$ cat src/rtl/normalizer.sv
`timescale 1ns/100ps

module normalizer (
	input logic clk,
	input logic arstN,
	input logic normReady,
	input logic [31:0] normIn,
	output logic normDone,
	output logic [4:0] normCount,
	output logic [31:0] normOut
);

	logic busy;
	logic stop;
	logic [31:0] work;
	logic [4:0] count;

	// Normalized once the two top bits differ; zero never gets there
	assign stop = (work == 32'd0) || (work[31] ^ work[30]);

	//////////////////////////////
	// Control
	//////////////////////////////

	always_ff @(posedge clk or negedge arstN)
	begin
		if (!arstN)
		begin
			busy <= 1'b0;
			normDone <= 1'b0;
		end
		else
		begin
			normDone <= 1'b0;
			if (normReady)
				busy <= 1'b1;
			else if (busy && stop)
			begin
				busy <= 1'b0;
				normDone <= 1'b1;
			end
		end
	end

	//////////////////////////////
	// Shifter
	//////////////////////////////

	// One bit per cycle, the count tracks the shifts made
	always_ff @(posedge clk)
	begin
		if (normReady)
		begin
			work <= normIn;
			count <= 5'd0;
		end
		else if (busy && !stop)
		begin
			work <= work << 1;
			count <= count + 5'd1;
		end
	end

	// Both hold still while normDone is high
	assign normOut = work;
	assign normCount = count;

endmodule

$ cat config.mk
export PLATFORM = sky130hd
export DESIGN_NAME = normalizer
export DESIGN_NICKNAME = d
export VERILOG_FILES = /design/src/rtl/normalizer.sv
export SDC_FILE = /design/constraint.sdc
export NUM_CORES = 1
export LEC_CHECK = 0
export BUFFER_PORTS_ARGS = -buffer_cell sky130_fd_sc_hd__buf_2
export CAP_MARGIN = 20
export CORE_MARGIN = 10
export CORE_UTILIZATION = 47
export DETAILED_ROUTE_END_ITERATION = 8
export PLACE_DENSITY = 0.78
export SETUP_SLACK_MARGIN = 0.1
export SLEW_MARGIN = 10
export SYNTH_ARGS = -nofsm -noshare
export SYNTH_HDL_FRONTEND = slang
export SYNTH_SLANG_ARGS = --single-unit
$ cat constraint.sdc
create_clock -name clk -period 2.84 [get_ports clk]
set_input_delay 0.284 -clock clk [delete_from_list [all_inputs] [get_ports clk]]
set_output_delay 0.284 -clock clk [all_outputs]
set_load 0.03 [all_outputs]
==> metrics.yaml <==
syn_nets: 155
synth_top_family_by_area: "multiplexers"
clock_skew_ns: 0.00874
cts.htree.levels: 2
fin_hold_ws_ns: 0.283
combPwrFrac_pct: 33.8
p_seq_share_pct: 47.6
synthTopCellsByArea: "edfxtp_1, mux2_2, dfxtp_1, mux2_1, mux2_4"
clk_pin_slew_worst_paths_ns: 0.08
met1_usage_pct: 13.8
crit_path_end_kind: "register"
io_pins: 73
post_cts_resized: 0
num_antenna_cells: 0
dr.first_iter.drc_count: 57
area_growth_syn_to_layout_pct: 28.8
grt_max_degree: 25
critical_path.max_fanout: 21
status: "finished, final reports clean"
die_w_um: 82.0
port_buffers: 72
critical_path_arrival_ns: 2.23
rsz0062_at_grt: "false"
fmax_mhz: 458
timing.final.ws_setup_ns: 0.656
synth-compound-area-share_pct: 2.70
required_ns: 2.89
grt_overflow_total: 0
die_y_um: 82.0
row_count: 22
max_stage_delay_ns: 0.43
power_mw: 1.90
start_util_pct: 48.9
power_density_nw_per_um2: 818
avgRoutedWirePerCell_um: 17.2
totalWireLength_um: 4200
drcViolationCount: 0
power_switching_mw: 0.716
synth_xor_area_share_pct: 0
ant_nets: 0
synthAdderAreaFrac_pct: 1.39
clock-root-buffer: "clkbuf_8"
fin_nets: 232
drt_pre_antenna_iters: 4
ys_seq_area_share_pct: 61.5
dp_slack_ns: 0.655
netlist.area_leader.share_pct: 53.2
synth_edf_count: 32
finalSetupViolCount: 0
grt_util_met2_pct: 21.1
grt_usage_pct: 12.6
period_minus_slack_ns: 2.18
synthCells: 118
holdPathStages: 2
finalSetupTns_ns: 0
cts_buffers: 5
final_common_cell: "buf_2"
layout-drive-gt1-share_pct: 58.2
instances_no_fill: 244
synth_top_area_cell: "edfxtp_1"
path_cells: "nor4_1 > and4_4 > a21oi_2 > or2_1 > buf_12"
crit_type: "reg2reg"
synthMuxAreaShare_pct: 22.6
met3_usage_pct: 6.22
synthArstFlopShare_pct: 5.13
fin_crit_sh_pct: 76.9
start_kind: "register"
synth-simple-area-share_pct: 10.1
tightest_slew_ns: 0.535
ys_ff_latch: 39
grt_pass1_vias: 1375
fill_cells: 311
dieArea_um2: 6720
drv_slew: 0
hp-class: "in2reg"
cts_buffer_depth: 2
dp_cells: 235
final_cell_area_um2: 2320
irDropWorstVdd_mv: 0.494
swShare_pct: 37.7
gr-max-usage-layer: "met2"
r2r_cells: 5
dp_hpwl_um: 3380
hold_viol: 0
syn_area_um2: 1810
critPathSlowestCell: "edfxtp_1"
clock-sinks: 39
clk_latency_ns: 0.29
most-common-layout-cells: "buf_2, edfxtp_1, mux2_2"
grt_pass1_wl_um: 6440
maxCapViolations: 0
fin_util_pct: 63.0
via_count: 1250
cts_setup_buffers: 0
vias_per_cell: 5.12
placeableCoreArea_um2: 3690
antenna_found_initial: 0
cts_tree: "done"
power.internal_mw: 1.18
p_clk_share_pct: 18.6
ys_warn_count: 0
syn-mean-instance-area_um2: 15.3
ys.flop_type: "edfxtp_1"
gp_congestion: 0.776
synthDistinctLibCells: 28
holdBufCountCts: 1
relSlewSlack_pct: 64.3
p_leak_nw: 0.979
dpl_cell_area_um2: 2230
## per-layer routing
layer	part of all wire, %	wire length (um)
met1	40	1700
met4	1.0	42
met5	0	0
met3	9.0	379
met2	50	2080
## flip-flops by register name, summed over array words and instances, names as in the netlist
| name | cells |
|---|---|
| busy | 1 |
| normCount | 5 |
| normDone | 1 |
| normOut | 32 |
## cells in the mapped netlist, types with 2 or more instances
cell	count
mux2_2	23
dfxtp_1	5
mux2_4	4
nor2_1	4
and4_4	2
edfxtp_1	32
nor4_1	6
mux2_1	7
nor2b_1	4
ha_1	2
nand2b_1	3
or2_1	2
dfrtp_1	2
inv_1	2
buf_2	3
nand2_1	3
a211oi_1	2
clkbuf_1	2
## cells by family (layout without fill, tap and decap cells)
kind of cell / count (synthesis) / in the layout
flip-flops: 39 / 39
multiplexers: 35 / 35
AND/OR/NAND/NOR: 29 / 29
buffers and inverters: 7 / 85
AO/OA/AOI/OAI: 6 / 6
adder cells (fa/ha/maj): 2 / 2
## critical path, delay by kind of cell (launching register included)
| family | cells | cell delay (ns) |
|---|---|---|
| flip-flops | 1 | 0.43 |
| AND/OR/NAND/NOR | 3 | 1.15 |
| AO/OA/AOI/OAI | 1 | 0.09 |
| buffers and inverters | 1 | 0.26 |
## cell type report
cell class | count | area [um^2] | area share (%)
flip-flops and latches | 39 | 1110 | 47.8
multi-input cells | 72 | 664 | 28.6
repair buffers | 75 | 398 | 17.1
clock buffers | 5 | 68.8 | 2.96
well taps | 48 | 60.1 | 2.58
clock inverters | 3 | 15.0 | 0.646
inverters | 2 | 7.51 | 0.323
## power by group through the flow
| stage | Clock (mW) | Sequential [mW] | Combinational [mW] |
|---|---|---|---|
| after CTS | 0.368 | 0.907 | 0.656 |
| after floorplan | 0 | 1.15 | 0.185 |
| final | 0.353 | 0.905 | 0.643 |
| after global routing | 0.391 | 0.925 | 0.692 |
| after global placement | 0 | 0.908 | 0.642 |
| after detailed placement | 0 | 0.919 | 0.653 |
## final timing paths
check,start,to,slack (ns)
setup / recovery,normOut[19],normOut[12],0.66
max in group asynchronous,arstN,busy,2.45
hold / removal,normIn[14],normOut[14],0.28
min in group asynchronous,arstN,normDone,0.30
hold reg to reg,normCount[1],normCount[1],0.54
setup reg to reg,normOut[19],normOut[12],0.66
Note: power is estimated with default switching activity, not from simulation.
