[src/rtl/corrPkg.sv]
package corrPkg;

	//////////////////////////////
	// Memory geometry
	//////////////////////////////

	localparam int ADDR_W = 12;
	localparam int DATA_W = 32;

	// One subframe of samples per vector
	localparam int SUBFRAME_LEN = 40;
	localparam int IDX_W = $clog2(SUBFRAME_LEN);

	// Vector start addresses, one sign-extended sample per word
	localparam logic [ADDR_W-1:0] XN_BASE = 12'd0;
	localparam logic [ADDR_W-1:0] Y1_BASE = 12'd40;
	localparam logic [ADDR_W-1:0] Y2_BASE = 12'd80;

	// Six result words: yy, xy, zy as mantissa then exponent
	localparam logic [ADDR_W-1:0] RESULT_BASE = 12'd128;

	//////////////////////////////
	// Arithmetic constants
	//////////////////////////////

	// Scaling of y2 ahead of every product
	localparam int Y2_SHIFT = 3;

	// Exponent offsets for the energy term and the cross terms
	localparam logic [5:0] YY_EXP_OFFSET = 6'd10;
	localparam logic [5:0] CROSS_EXP_OFFSET = 6'd13;

	// Control FSM states
	typedef enum logic [3:0] {
		idle,
		readPair,
		waitRead,
		accumulate,
		normStart,
		normWait,
		writeMant,
		writeExp,
		finish
	} corrState;

	// Which correlation the FSM is working on
	typedef enum logic [1:0] {
		termYy,
		termXy,
		termZy
	} corrTerm;

endpackage

[src/rtl/fractArith.sv]
`timescale 1ns/100ps

module fractArith import corrPkg::*; (
	input logic [15:0] shrIn,
	output logic [15:0] shrOut,
	input logic [15:0] macA,
	input logic [15:0] macB,
	input logic [31:0] macAcc,
	output logic [31:0] macOut,
	input logic [15:0] negIn,
	output logic [15:0] negOut,
	input logic [4:0] expNorm,
	input logic [5:0] expOffset,
	output logic [15:0] expOut
);

	logic signed [31:0] product;
	logic signed [33:0] accWide;
	logic signed [33:0] prodTwice;
	logic signed [33:0] macSum;

	//////////////////////////////
	// Shift right
	//////////////////////////////

	// Arithmetic, so the sign is kept
	assign shrOut = $signed(shrIn) >>> Y2_SHIFT;

	//////////////////////////////
	// Multiply-accumulate
	//////////////////////////////

	assign product = $signed(macA) * $signed(macB);

	// Two guard bits above the 32-bit accumulator
	assign accWide = {{2{macAcc[31]}}, macAcc};
	assign prodTwice = {product[31], product, 1'b0};
	assign macSum = accWide + prodTwice;

	// Clamp when the guard bits disagree with bit 31
	always_comb
	begin
		if (macSum[33:31] == 3'b000 || macSum[33:31] == 3'b111)
			macOut = macSum[31:0];
		else if (macSum[33])
			macOut = 32'h8000_0000;
		else
			macOut = 32'h7fff_ffff;
	end

	//////////////////////////////
	// Negate and exponent
	//////////////////////////////

	// Most negative value has no positive twin
	assign negOut = (negIn == 16'h8000) ? 16'h7fff : -negIn;

	// Can go negative for small shift counts
	assign expOut = {11'd0, expNorm} - {10'd0, expOffset};

endmodule

[config.mk]
export PLATFORM = sky130hd
export DESIGN_NAME = fractArith
export DESIGN_NICKNAME = d
export VERILOG_FILES = /design/src/rtl/corrPkg.sv /design/src/rtl/fractArith.sv
export SDC_FILE = /design/constraint.sdc
export NUM_CORES = 1
export LEC_CHECK = 0
export BUFFER_PORTS_ARGS = -buffer_cell sky130_fd_sc_hd__buf_2
export CORE_MARGIN = 4
export CORE_UTILIZATION = 40
export DETAILED_ROUTE_END_ITERATION = 7
export SYNTH_ARGS = -nofsm -noshare
export SYNTH_HDL_FRONTEND = slang
export SYNTH_SLANG_ARGS = --single-unit
[constraint.sdc]
create_clock -name vclk -period 7.94
set_input_delay 0.397 -clock vclk [all_inputs]
set_output_delay 0.397 -clock vclk [all_outputs]
set_load 0.05 [all_outputs]
==> metrics.csv <==
stage,metric,value,unit
setup_path,timing.critical_path.fanout_max,7,
route,drt.antenna.violating_nets,0,
placement,gpl.final_weighted_congestion,0.856,
floorplan,placement_rows,64,
grt,largest_net_degree_at_the_start_of_global_routing,17,
sta,hold_slack,0.794,ns
run_status,failed_checks,setup timing,
logic_synthesis,syn_inst,1461,
floorplan,design.core.area,30700,µm²
placement,port-buffer-count,155,
setup_path,worst_setup_path_endpoint,macOut[14],
sta,post-route-period-util,106,%
logic_synthesis,avgSynthCellArea,8.53,µm²
final_layout,antennaDiodeCount,0,
grt,grt.total_usage,18.8,%
placement,cell_area_after_placement,15500,µm²
setup_path,startpoint_type,primary input,
clock_network,cts_hold_buf,0,
final_layout,num-nets-final,2289,
route,postRouteWirelength,31.6,mm
sta,worst_slew_pin_slew,0.427,ns
sta,setup_viol_count_final,31,
route,drtIter0Drc,312,
setup_path,timing.critical_path.mode_cell,sky130_fd_sc_hd__fa_1,
sta,setup_slack,-0.471,ns
sta,maxClockFrequency,0.119,GHz
worst_hold_path,timing.hold.worst.class,in -> out,
sta,max-slew-margin-rel,71.4,%
logic_synthesis,yosysSeqAreaShare,0,%
logic_synthesis,postSynthNetCount,1954,
logic_synthesis,synth_cell_type_count,62,
setup_path,endpoint_kind,primary output,
final_layout,layout.sequential_cells,0,
final_layout,clock_buffer_count,0,
final_layout,area.growth.synth_to_final,32.1,%
floorplan,initial_utilization,40.6,%
logic_synthesis,yosysWarningCount,0,
grt,grt_pass1_wl,53.5,mm
final_layout,postLayoutCellArea,16500,µm²
run_status,run_status,finished with violations,
sta,grt_setup_unrepaired,true,
floorplan,boundaryPins,187,
route,first_pass_iters,5,
route,route.detailed.drc,0,
floorplan,floorplan_die_area,34000,µm²
route,routed-via-count,10700,
setup_path,crit_start,macB[4],
sta,hold_viol_final,0,
final_layout,seq_area,0,µm²
floorplan,die_x,184,µm
sta,finalMaxSlewViolations,0,
grt,antenna_found_initial,1,
final_layout,final_core_utilization,53.7,%
sta,period_minus_slack,8.41,ns
setup_path,criticalPathCategory,in -> out,
route,routed_via_density,4.86,
setup_path,slowest_stage_cell_cp,sky130_fd_sc_hd__fa_1,
logic_synthesis,synth.cell_area,12500,µm²
floorplan,dieHeight,184,µm
grt,first_global_vias,11500,
run,drv.max_cap_violation_count,0,
final_layout,drive_above_1_share,29.0,%
route,average_wire_per_standard_cell,14.4,µm
placement,dp_hpwl,28.1,mm
grt,overflow,0,
setup_path,arrival,8.01,ns
setup_path,cp_data_required_time,7.54,ns
setup_path,cpPeakStageDelay,0.55,ns
==> synth_stat cells (all sizes together) (3+ instances only) <==
| cell type | number | area (µm²) |
|---|---|---|
| mux2i | 4 | 43.8 |
| nand2b | 12 | 75.1 |
| and2 | 131 | 822 |
| o21bai | 9 | 67.6 |
| a21oi | 58 | 305 |
| nor2b | 3 | 18.8 |
| clkbuf | 34 | 130 |
| o211ai | 5 | 37.5 |
| xnor2 | 45 | 394 |
| a31o | 3 | 26.3 |
| nand2 | 153 | 574 |
| nand4 | 3 | 33.8 |
| ha | 122 | 1530 |
| xor2 | 29 | 254 |
| nor2 | 51 | 199 |
| o41ai | 3 | 52.6 |
| or2 | 4 | 25.0 |
| fa | 264 | 5290 |
| buf | 34 | 248 |
| a211oi | 11 | 82.6 |
| nor3 | 10 | 50.1 |
| a21o | 32 | 240 |
| o31ai | 3 | 36.3 |
| o21a | 4 | 30.0 |
| inv | 327 | 1230 |
| and3 | 8 | 50.1 |
| nand3 | 13 | 65.1 |
| o21ai | 58 | 302 |
| o31a | 3 | 26.3 |
==> worst min path at each step <==
stage | to | depth (start not counted) | from | slack, ns
4_1_cts | shrOut[0] | 0 | shrIn[3] | 0.79
5_1_grt | shrOut[3] | 0 | shrIn[6] | 0.79
3_3_place_gp | shrOut[0] | 0 | shrIn[3] | 0.79
6_report | shrOut[3] | 0 | shrIn[6] | 0.79
3_5_place_dp | shrOut[0] | 0 | shrIn[3] | 0.79
2_1_floorplan | shrOut[0] | 1 | shrIn[3] | 0.96
==> repair_timing <==
item / CTS / global route
pin swaps: 30 / 39
endpoints found under the setup margin: 32 / 32
setup buffers: 18 / 6
gates resized for setup: 139 / 48
gates cloned: 5 / 0
==> metrics by stage <==
stage / setup slack, ns / TNS [ns] / instances
2_1_floorplan: -0.321 / -4.38 / 1461
3_3_place_gp: -0.750 / -21.36 / 2162
3_5_place_dp: -0.761 / -22.78 / 2162
4_1_cts: -0.494 / -13.99 / 2185
5_1_grt: -0.787 / -23.46 / 2190
6_report: -0.471 / -13.36 / 2190
==> kinds of logic after synthesis <==
logic type	Yosys count	synth area share, %
fa+ha+maj	386	54.7
compound gates	208	11.2
buf+inv	395	12.9
simple gates	394	15.7
xor+xnor	74	5.20
mux	4	0.351
==> area by class of cell <==
class / count / area [µm²]
well taps: 396 / 495
fillers: 2829 / 14200
inverters: 327 / 1230
multi-input cells: 1066 / 11500
repair buffers: 401 / 3190
==> worst max-delay path, delay by kind of cell <==
kind / cells / cell delay, ns
adder cells (fa/ha/maj): 8 / 3.38
AO/OA/AOI/OAI: 12 / 2.22
buffers and inverters: 8 / 1.08
AND/OR/NAND/NOR: 3 / 0.40
XOR/XNOR: 2 / 0.40
multiplexers: 1 / 0.10
==> cells in the final DEF (no fill, tap or decap), types with 10 or more instances in the layout <==
cell type / netlist / final
sky130_fd_sc_hd__buf_2: 3 / 104
sky130_fd_sc_hd__nand2b_1: 12 / 12
sky130_fd_sc_hd__and2_4: 1 / 16
sky130_fd_sc_hd__inv_1: 327 / 319
sky130_fd_sc_hd__o21ai_4: 0 / 30
sky130_fd_sc_hd__fa_1: 264 / 255
sky130_fd_sc_hd__nand3_1: 13 / 10
sky130_fd_sc_hd__a21o_1: 32 / 32
sky130_fd_sc_hd__buf_4: 27 / 230
sky130_fd_sc_hd__xnor2_1: 45 / 45
sky130_fd_sc_hd__a21oi_1: 56 / 51
sky130_fd_sc_hd__ha_1: 122 / 111
sky130_fd_sc_hd__buf_6: 2 / 44
sky130_fd_sc_hd__xor2_1: 29 / 29
sky130_fd_sc_hd__o21ai_0: 25 / 21
sky130_fd_sc_hd__nand2_1: 153 / 150
sky130_fd_sc_hd__and2_1: 130 / 115
sky130_fd_sc_hd__nor2_1: 50 / 48
==> layer usage <==
metal / routed length, µm / GRT usage [%]
met3: 888 / 0.809
met4: 534 / 2.60
met1: 13000 / 24.0
met2: 17100 / 35.9
met5: 7 / 0
Power is left out: the tool's default activity adds up to more than one toggle a clock period on the data nets, which glitch-free logic cannot reach.
