$ cat config.mk
export PLATFORM = sky130hd
export DESIGN_NAME = corrXy2Fsm
export DESIGN_NICKNAME = d
export VERILOG_FILES = /design/src/rtl/corrPkg.sv /design/src/rtl/corrXy2Fsm.sv
export SDC_FILE = /design/constraint.sdc
export NUM_CORES = 1
export LEC_CHECK = 0
export BUFFER_PORTS_ARGS = -buffer_cell sky130_fd_sc_hd__buf_2
export CORE_AREA = 2 2 137 139
export DETAILED_ROUTE_END_ITERATION = 16
export DIE_AREA = 0 0 139 141
export GPL_TIMING_DRIVEN = 0
export SETUP_SLACK_MARGIN = 0.02
export SYNTH_ARGS = -nofsm -noshare
export SYNTH_HDL_FRONTEND = slang
export SYNTH_SLANG_ARGS = --single-unit
$ cat constraint.sdc
create_clock -name clk -period 3.3 [get_ports clk]
set_clock_uncertainty 0.05 [all_clocks]
set_input_delay 0.495 -clock clk [delete_from_list [all_inputs] [get_ports clk]]
set_output_delay 0.495 -clock clk [all_outputs]
set_load 0.03 [all_outputs]
$ cat src/rtl/corrPkg.sv
package corrPkg;

	//////////////////////////////
	// Memory geometry
	//////////////////////////////

	localparam int ADDR_W = 12;
	localparam int DATA_W = 32;

	// One subframe of samples per vector
	localparam int SUBFRAME_LEN = 40;
	localparam int IDX_W = $clog2(SUBFRAME_LEN);

	// Vector start addresses, one sign-extended sample per word
	localparam logic [ADDR_W-1:0] XN_BASE = 12'd0;
	localparam logic [ADDR_W-1:0] Y1_BASE = 12'd40;
	localparam logic [ADDR_W-1:0] Y2_BASE = 12'd80;

	// Six result words: yy, xy, zy as mantissa then exponent
	localparam logic [ADDR_W-1:0] RESULT_BASE = 12'd128;

	//////////////////////////////
	// Arithmetic constants
	//////////////////////////////

	// Scaling of y2 ahead of every product
	localparam int Y2_SHIFT = 3;

	// Exponent offsets for the energy term and the cross terms
	localparam logic [5:0] YY_EXP_OFFSET = 6'd10;
	localparam logic [5:0] CROSS_EXP_OFFSET = 6'd13;

	// Control FSM states
	typedef enum logic [3:0] {
		idle,
		readPair,
		waitRead,
		accumulate,
		normStart,
		normWait,
		writeMant,
		writeExp,
		finish
	} corrState;

	// Which correlation the FSM is working on
	typedef enum logic [1:0] {
		termYy,
		termXy,
		termZy
	} corrTerm;

endpackage

$ cat src/rtl/corrXy2Fsm.sv
`timescale 1ns/100ps

module corrXy2Fsm import corrPkg::*; (
	input logic clk,
	input logic arstN,
	input logic start,
	output logic done,
	output logic [ADDR_W-1:0] memReadAddr,
	output logic [ADDR_W-1:0] memWriteAddr,
	output logic [DATA_W-1:0] memWriteData,
	output logic memWriteEn,
	input logic [DATA_W-1:0] memReadData,
	output logic [15:0] shrIn,
	input logic [15:0] shrOut,
	output logic [15:0] macA,
	output logic [15:0] macB,
	output logic [31:0] macAcc,
	input logic [31:0] macOut,
	output logic [15:0] negIn,
	input logic [15:0] negOut,
	output logic [4:0] expNorm,
	output logic [5:0] expOffset,
	input logic [15:0] expOut,
	output logic normReady,
	output logic [31:0] normIn,
	input logic normDone,
	input logic [4:0] normCount,
	input logic [31:0] normOut
);

	corrState state;
	corrState nextState;
	corrTerm term;
	logic [IDX_W-1:0] idx;
	logic lastSample;
	logic [ADDR_W-1:0] partnerBase;
	logic [ADDR_W-1:0] resultAddr;
	logic [31:0] acc;
	logic [15:0] y2Scaled;
	logic [15:0] mant;
	logic [15:0] expVal;

	assign lastSample = (idx == IDX_W'(SUBFRAME_LEN - 1));

	// Vector that gets multiplied with y2
	always_comb
	begin
		case (term)
			termXy: partnerBase = XN_BASE;
			termZy: partnerBase = Y1_BASE;
			default: partnerBase = Y2_BASE;
		endcase
	end

	// Two result words per term
	assign resultAddr = RESULT_BASE + ADDR_W'({term, 1'b0});

	//////////////////////////////
	// State sequencing
	//////////////////////////////

	always_comb
	begin
		nextState = state;
		case (state)
			idle: if (start) nextState = readPair;
			readPair: nextState = waitRead;
			waitRead: nextState = lastSample ? accumulate : readPair;
			accumulate: nextState = normStart;
			normStart: nextState = normWait;
			normWait: if (normDone) nextState = writeMant;
			writeMant: nextState = writeExp;
			writeExp: nextState = (term == termZy) ? finish : readPair;
			finish: nextState = idle;
			default: nextState = idle;
		endcase
	end

	always_ff @(posedge clk or negedge arstN)
	begin
		if (!arstN)
		begin
			state <= idle;
			term <= termYy;
			idx <= '0;
		end
		else
		begin
			state <= nextState;
			if (state == idle && start)
			begin
				term <= termYy;
				idx <= '0;
			end
			else if (state == waitRead && !lastSample)
				idx <= idx + 1'b1;
			else if (state == writeExp)
			begin
				idx <= '0;
				case (term)
					termYy: term <= termXy;
					termXy: term <= termZy;
					default: term <= termYy;
				endcase
			end
		end
	end

	//////////////////////////////
	// Datapath registers
	//////////////////////////////

	// readPair sees the partner word of the previous sample
	always_ff @(posedge clk)
	begin
		case (state)
			idle: acc <= 32'd1;
			readPair:
			begin
				if (idx != '0)
					acc <= macOut;
			end
			waitRead: y2Scaled <= shrOut;
			accumulate: acc <= macOut;
			normWait:
			begin
				if (normDone)
				begin
					mant <= (term == termYy) ? normOut[31:16] : negOut;
					expVal <= expOut;
				end
			end
			writeExp: acc <= 32'd1;
			default: ;
		endcase
	end

	// Operator inputs
	assign shrIn = memReadData[15:0];
	assign macA = y2Scaled;
	// Energy term scales both factors
	assign macB = (term == termYy) ? shrOut : memReadData[15:0];
	assign macAcc = acc;
	assign negIn = normOut[31:16];
	assign expNorm = normCount;
	assign expOffset = (term == termYy) ? YY_EXP_OFFSET : CROSS_EXP_OFFSET;

	assign normIn = acc;
	assign normReady = (state == normStart);

	// y2 on readPair, partner on waitRead
	assign memReadAddr = (state == waitRead) ? partnerBase + ADDR_W'(idx)
		: Y2_BASE + ADDR_W'(idx);

	assign memWriteEn = (state == writeMant) || (state == writeExp);
	assign memWriteAddr = (state == writeExp) ? resultAddr + ADDR_W'(1) : resultAddr;
	assign memWriteData = (state == writeExp) ? {{16{expVal[15]}}, expVal}
		: {{16{mant[15]}}, mant};

	assign done = (state == finish);

endmodule

==> impl_table.tex <==
\begin{tabular}{lr}
\hline
Metric & Value \\
\hline
\multicolumn{2}{l}{\textbf{Power and ir drop}} \\
Static leakage & about 3.4 nW \\
Worst IR Drop VDD & around 540 uV \\
Internal & between 3 and 4 mW \\
Switching Share & 0.4561 \\
Relative contribution of the clock network to total power & 0.151 \\
Switching power & around 3.2 mW \\
Fraction of power consumed by sequential logic & 0.276 \\
Pwr per Cell Area & $\sim$1000 nW/um\^{}2 \\
Overall power after layout & 7.120 mW \\
Comb power frac & 0.573 \\
\multicolumn{2}{l}{\textbf{Setup path}} \\
Reg2Reg Setup Slack & between 1000 and 1500 ps \\
R2R Path Start & term[0] \\
CP startpoint kind & flip-flop \\
Endpoint arrival time on the critical path & approximately 2400 ps \\
Setup crit start & state[3] \\
Kind of critical path & flip-flop to primary output \\
Worst setup EP type & primary output \\
Reg2Reg Depth & 5 \\
CP required & about 2800 ps \\
Maximum net fanout on the critical path & 17 \\
\multicolumn{2}{l}{\textbf{STA}} \\
Worst slew pin tran & about 810 ps \\
Relative slew margins & 0.4575 \\
Fin. max-slew vios & 0 \\
Final setup violating endpoints & 0 \\
Sum of negative setup slack & 0 ps \\
Final period utilization & 0.8893 \\
Worst slack on hold paths & around 280 ps \\
Crit path setup slack, layout & roughly 370 ps \\
Final hold violation count & 0 \\
Setup repair after global routing missed its margin & false \\
Highest Clock Rate & 340.8 MHz \\
Tmin final & $\sim$3000 ps \\
\multicolumn{2}{l}{\textbf{Global route}} \\
Global Route Usage Sum & 0.1201 \\
First-pass GRT wire length & between 15000 and 20000 um \\
Total gr overflow & 0 \\
Maximum number of pins on one net before global-route repair & 27 \\
Vias in the first global route & 3534 \\
Number of antenna violations at the first check in global routing & 0 \\
\multicolumn{2}{l}{\textbf{Clock network}} \\
Clock latency on the worst-skew pair & between 300 and 400 ps \\
H-tree level count & 3 \\
Maximum number of buffers from clock root to sink & 2 \\
CTS Buf Count & 9 \\
Clock-pin slew reported for the worst setup and hold paths after clock tree synthesis & around 70 ps \\
CTS tree & built \\
Post-CTS repair timing setup buffer count & 0 \\
Sinks on Clock Net & 92 \\
Root Buffer Master & sky130\_fd\_sc\_hd\_\_clkbuf\_16 \\
\multicolumn{2}{l}{\textbf{Place}} \\
Post-Place Setup Slack & around 690 ps \\
Final GP Congestion & roughly 0.75 \\
Cell area after placement & slightly below 7000 sq um \\
I/O Buffers & 297 \\
HPWL after detailed placement & a little under 10000 um \\
\multicolumn{2}{l}{\textbf{Yosys}} \\
FF+latch count, synth & 92 \\
Average cell area after synthesis & $\sim$12 sq um \\
Top cell type's share of synthesized area & 0.4786 \\
Count of mapped cells out of synthesis & 402 \\
Share of the yosys chip area belonging to registers & 0.5384 \\
Synth async-reset ratio & 0.1304 \\
Post-synthesis cell type count & 46 \\
Number of warning messages in the yosys log & 0 \\
Area contributors post-synth & sky130\_fd\_sc\_hd\_\_edfxtp\_1 48\%, sky130\_fd\_sc\_hd\_\_buf\_4 16\%, sky130\_fd\_sc\_hd\_\_mux2\_2 7.2\%, sky130\_fd\_sc\_hd\_\_dfrtp\_1 6.0\%, sky130\_fd\_sc\_hd\_\_nor2b\_1 3.9\% \\
Count of flip-flops with a built-in enable after synthesis & 80 \\
Area of the mapped netlist & $\sim$5000 sq um \\
Largest area contributor in the netlist & sky130\_fd\_sc\_hd\_\_edfxtp\_1 \\
Predominant post-synthesis flop cell & sky130\_fd\_sc\_hd\_\_edfxtp\_1 \\
\multicolumn{2}{l}{\textbf{Hold path}} \\
Hold path startpoint & expOut[8] \\
Number of instances on the worst hold path & 1 \\
Min-Delay Path Class & input pin to flip-flop \\
\multicolumn{2}{l}{\textbf{Floorplan}} \\
Area enclosed by the die boundary & 19600 sq um \\
Vert. Die Dim & approximately 140 um \\
Ports & around 350 \\
Core area & 18270 sq um \\
Total number of placement rows & 50 \\
X dimension of the die & around 140 um \\
Initial standard-cell utilization of the core & 0.2748 \\
\multicolumn{2}{l}{\textbf{Layout}} \\
Post-route cell area & 7237 sq um \\
Layout cell share with drive strength beyond 1 & 0.6475 \\
Net count, final & just under 900 \\
Number of diodes added for antenna fixing & 0 \\
Area overhead of the layout relative to synthesis & 44.17\% \\
\multicolumn{2}{l}{\textbf{Detailed routing}} \\
Number of nets with antenna violations after detailed routing & 0 \\
Number of DRC violations after detailed-routing iteration 0 & between 70 and 80 \\
Total via count in the routed design & between 3k and 4k \\
Final Routed Wirelength & $\sim$12000 um \\
Average routed wire per standard cell & $\sim$13 um \\
Average vias per placed instance & between 4 and 5 \\
Iteration count of the initial detailed-routing pass & 4 \\
DRC violations left & 0 \\
\multicolumn{2}{l}{\textbf{Job}} \\
Reported max-cap violation count & 0 \\
\multicolumn{2}{l}{\textbf{Status}} \\
Result of the run & finished, final reports clean \\
\hline
\end{tabular}
## Yosys cell counts (2+ instances only)
| master | n |
|---|---|
| sky130_fd_sc_hd__ha_1 | 10 |
| sky130_fd_sc_hd__a21oi_1 | 7 |
| sky130_fd_sc_hd__nor2b_1 | 31 |
| sky130_fd_sc_hd__conb_1 | 2 |
| sky130_fd_sc_hd__inv_1 | 11 |
| sky130_fd_sc_hd__o21ai_0 | 9 |
| sky130_fd_sc_hd__and3_1 | 4 |
| sky130_fd_sc_hd__nand3_1 | 5 |
| sky130_fd_sc_hd__buf_2 | 10 |
| sky130_fd_sc_hd__xnor2_1 | 5 |
| sky130_fd_sc_hd__and2_1 | 3 |
| sky130_fd_sc_hd__mux2_2 | 32 |
| sky130_fd_sc_hd__buf_4 | 109 |
| sky130_fd_sc_hd__nor2_1 | 8 |
| sky130_fd_sc_hd__edfxtp_1 | 80 |
| sky130_fd_sc_hd__mux2_1 | 16 |
| sky130_fd_sc_hd__nand2_1 | 15 |
| sky130_fd_sc_hd__a31o_1 | 2 |
| sky130_fd_sc_hd__o31ai_1 | 2 |
| sky130_fd_sc_hd__dfrtp_1 | 12 |
| sky130_fd_sc_hd__nor3_1 | 4 |
## kinds of logic (layout without fill, tap and decap cells)
family / count (synthesis) / count (layout) / synth area share
simple gates: 83 / 83 / 0.09547
mux: 49 / 49 / 0.1097
other cells: 2 / 16 / 0.001496
buf+inv: 132 / 448 / 0.1837
xor+xnor: 6 / 6 / 0.01047
flops: 92 / 92 / 0.5384
fa+ha+maj: 10 / 10 / 0.02493
compound gates: 28 / 28 / 0.03589
## per-stage QoR
stage,utilization,cells
after detailed placement,0.3789,949
after floorplan,-,416
after global routing,0.3962,966
after global placement,0.3753,947
final,0.3962,966
after CTS,0.3962,966
## timing repair
| item | 4_1_cts | 5_1_grt |
|---|---|---|
| gates resized for setup | 0 | 0 |
| hold endpoints to repair | 12 | 0 |
| hold buffers | 1 | 0 |
## flip-flops by register name (all words and copies together), names as in the netlist
| name | count |
|---|---|
| macAcc | 32 |
| expVal | 16 |
| macA | 16 |
| mant | 16 |
| idx | 6 |
| state | 4 |
| term | 2 |
## worst max-delay path: stages, from the launching register on
cell                      delay [ps]
sky130_fd_sc_hd__dfrtp_1         350
sky130_fd_sc_hd__buf_2           180
sky130_fd_sc_hd__and4b_4         370
sky130_fd_sc_hd__buf_4           210
sky130_fd_sc_hd__mux2_1          540
sky130_fd_sc_hd__buf_4           220
sky130_fd_sc_hd__buf_2           170
## cell usage in the layout (no fill, tap or decap), drive strengths merged, types with 2 or more instances in the layout
master,instances
o21ai,9
ha,10
clkbuf,14
dfrtp,12
and2,3
a21oi,7
and4b,2
a31o,2
nor2,9
buf,418
or2,2
and3,4
nor2b,32
conb,16
nand2,16
nand2b,2
xnor2,5
mux2,48
inv,12
nor3,5
o31ai,2
nand3,5
a31oi,2
edfxtp,80
## power groups by stage
stage / combinational (mW) / sequential [mW] / clock [mW]
after floorplan: 2.51 / 2.50 / 0
after global placement: 4.03 / 2.02 / 0
after detailed placement: 4.14 / 2.00 / 0
after CTS: 4.15 / 1.98 / 1.11
after global routing: 4.35 / 2.02 / 1.16
final: 4.08 / 1.97 / 1.07
## area by class of cell
class                   instances  area, sq um
clock buffers                  13        261.5
flip-flops and latches         92         2703
plain buffers                 120        872.1
inverters                      12        50.05
well taps                     234        292.8
repair buffers                300         1544
clock inverters                 3        43.79
multi-input cells             192         1470
fillers                      1811        11030
## per-layer routing
layer / up-vias / part of all wire / global-route usage
li1: 1918 / - / -
met1: 1739 / 0.40 / 0.1385
met2: 205 / 0.50 / 0.2108
met3: 10 / 0.088 / 0.03567
met4: 0 / 0.014 / 0.04625
met5: - / 0 / 0
## worst paths after layout
kind                                    endpoint
worst max-delay path            memWriteData[31]
worst min-delay path                   expVal[8]
worst max register to register          mant[10]
worst min register to register            idx[0]
max in group asynchronous               state[0]
min in group asynchronous                 idx[2]
(Power assumes the default switching activity.)
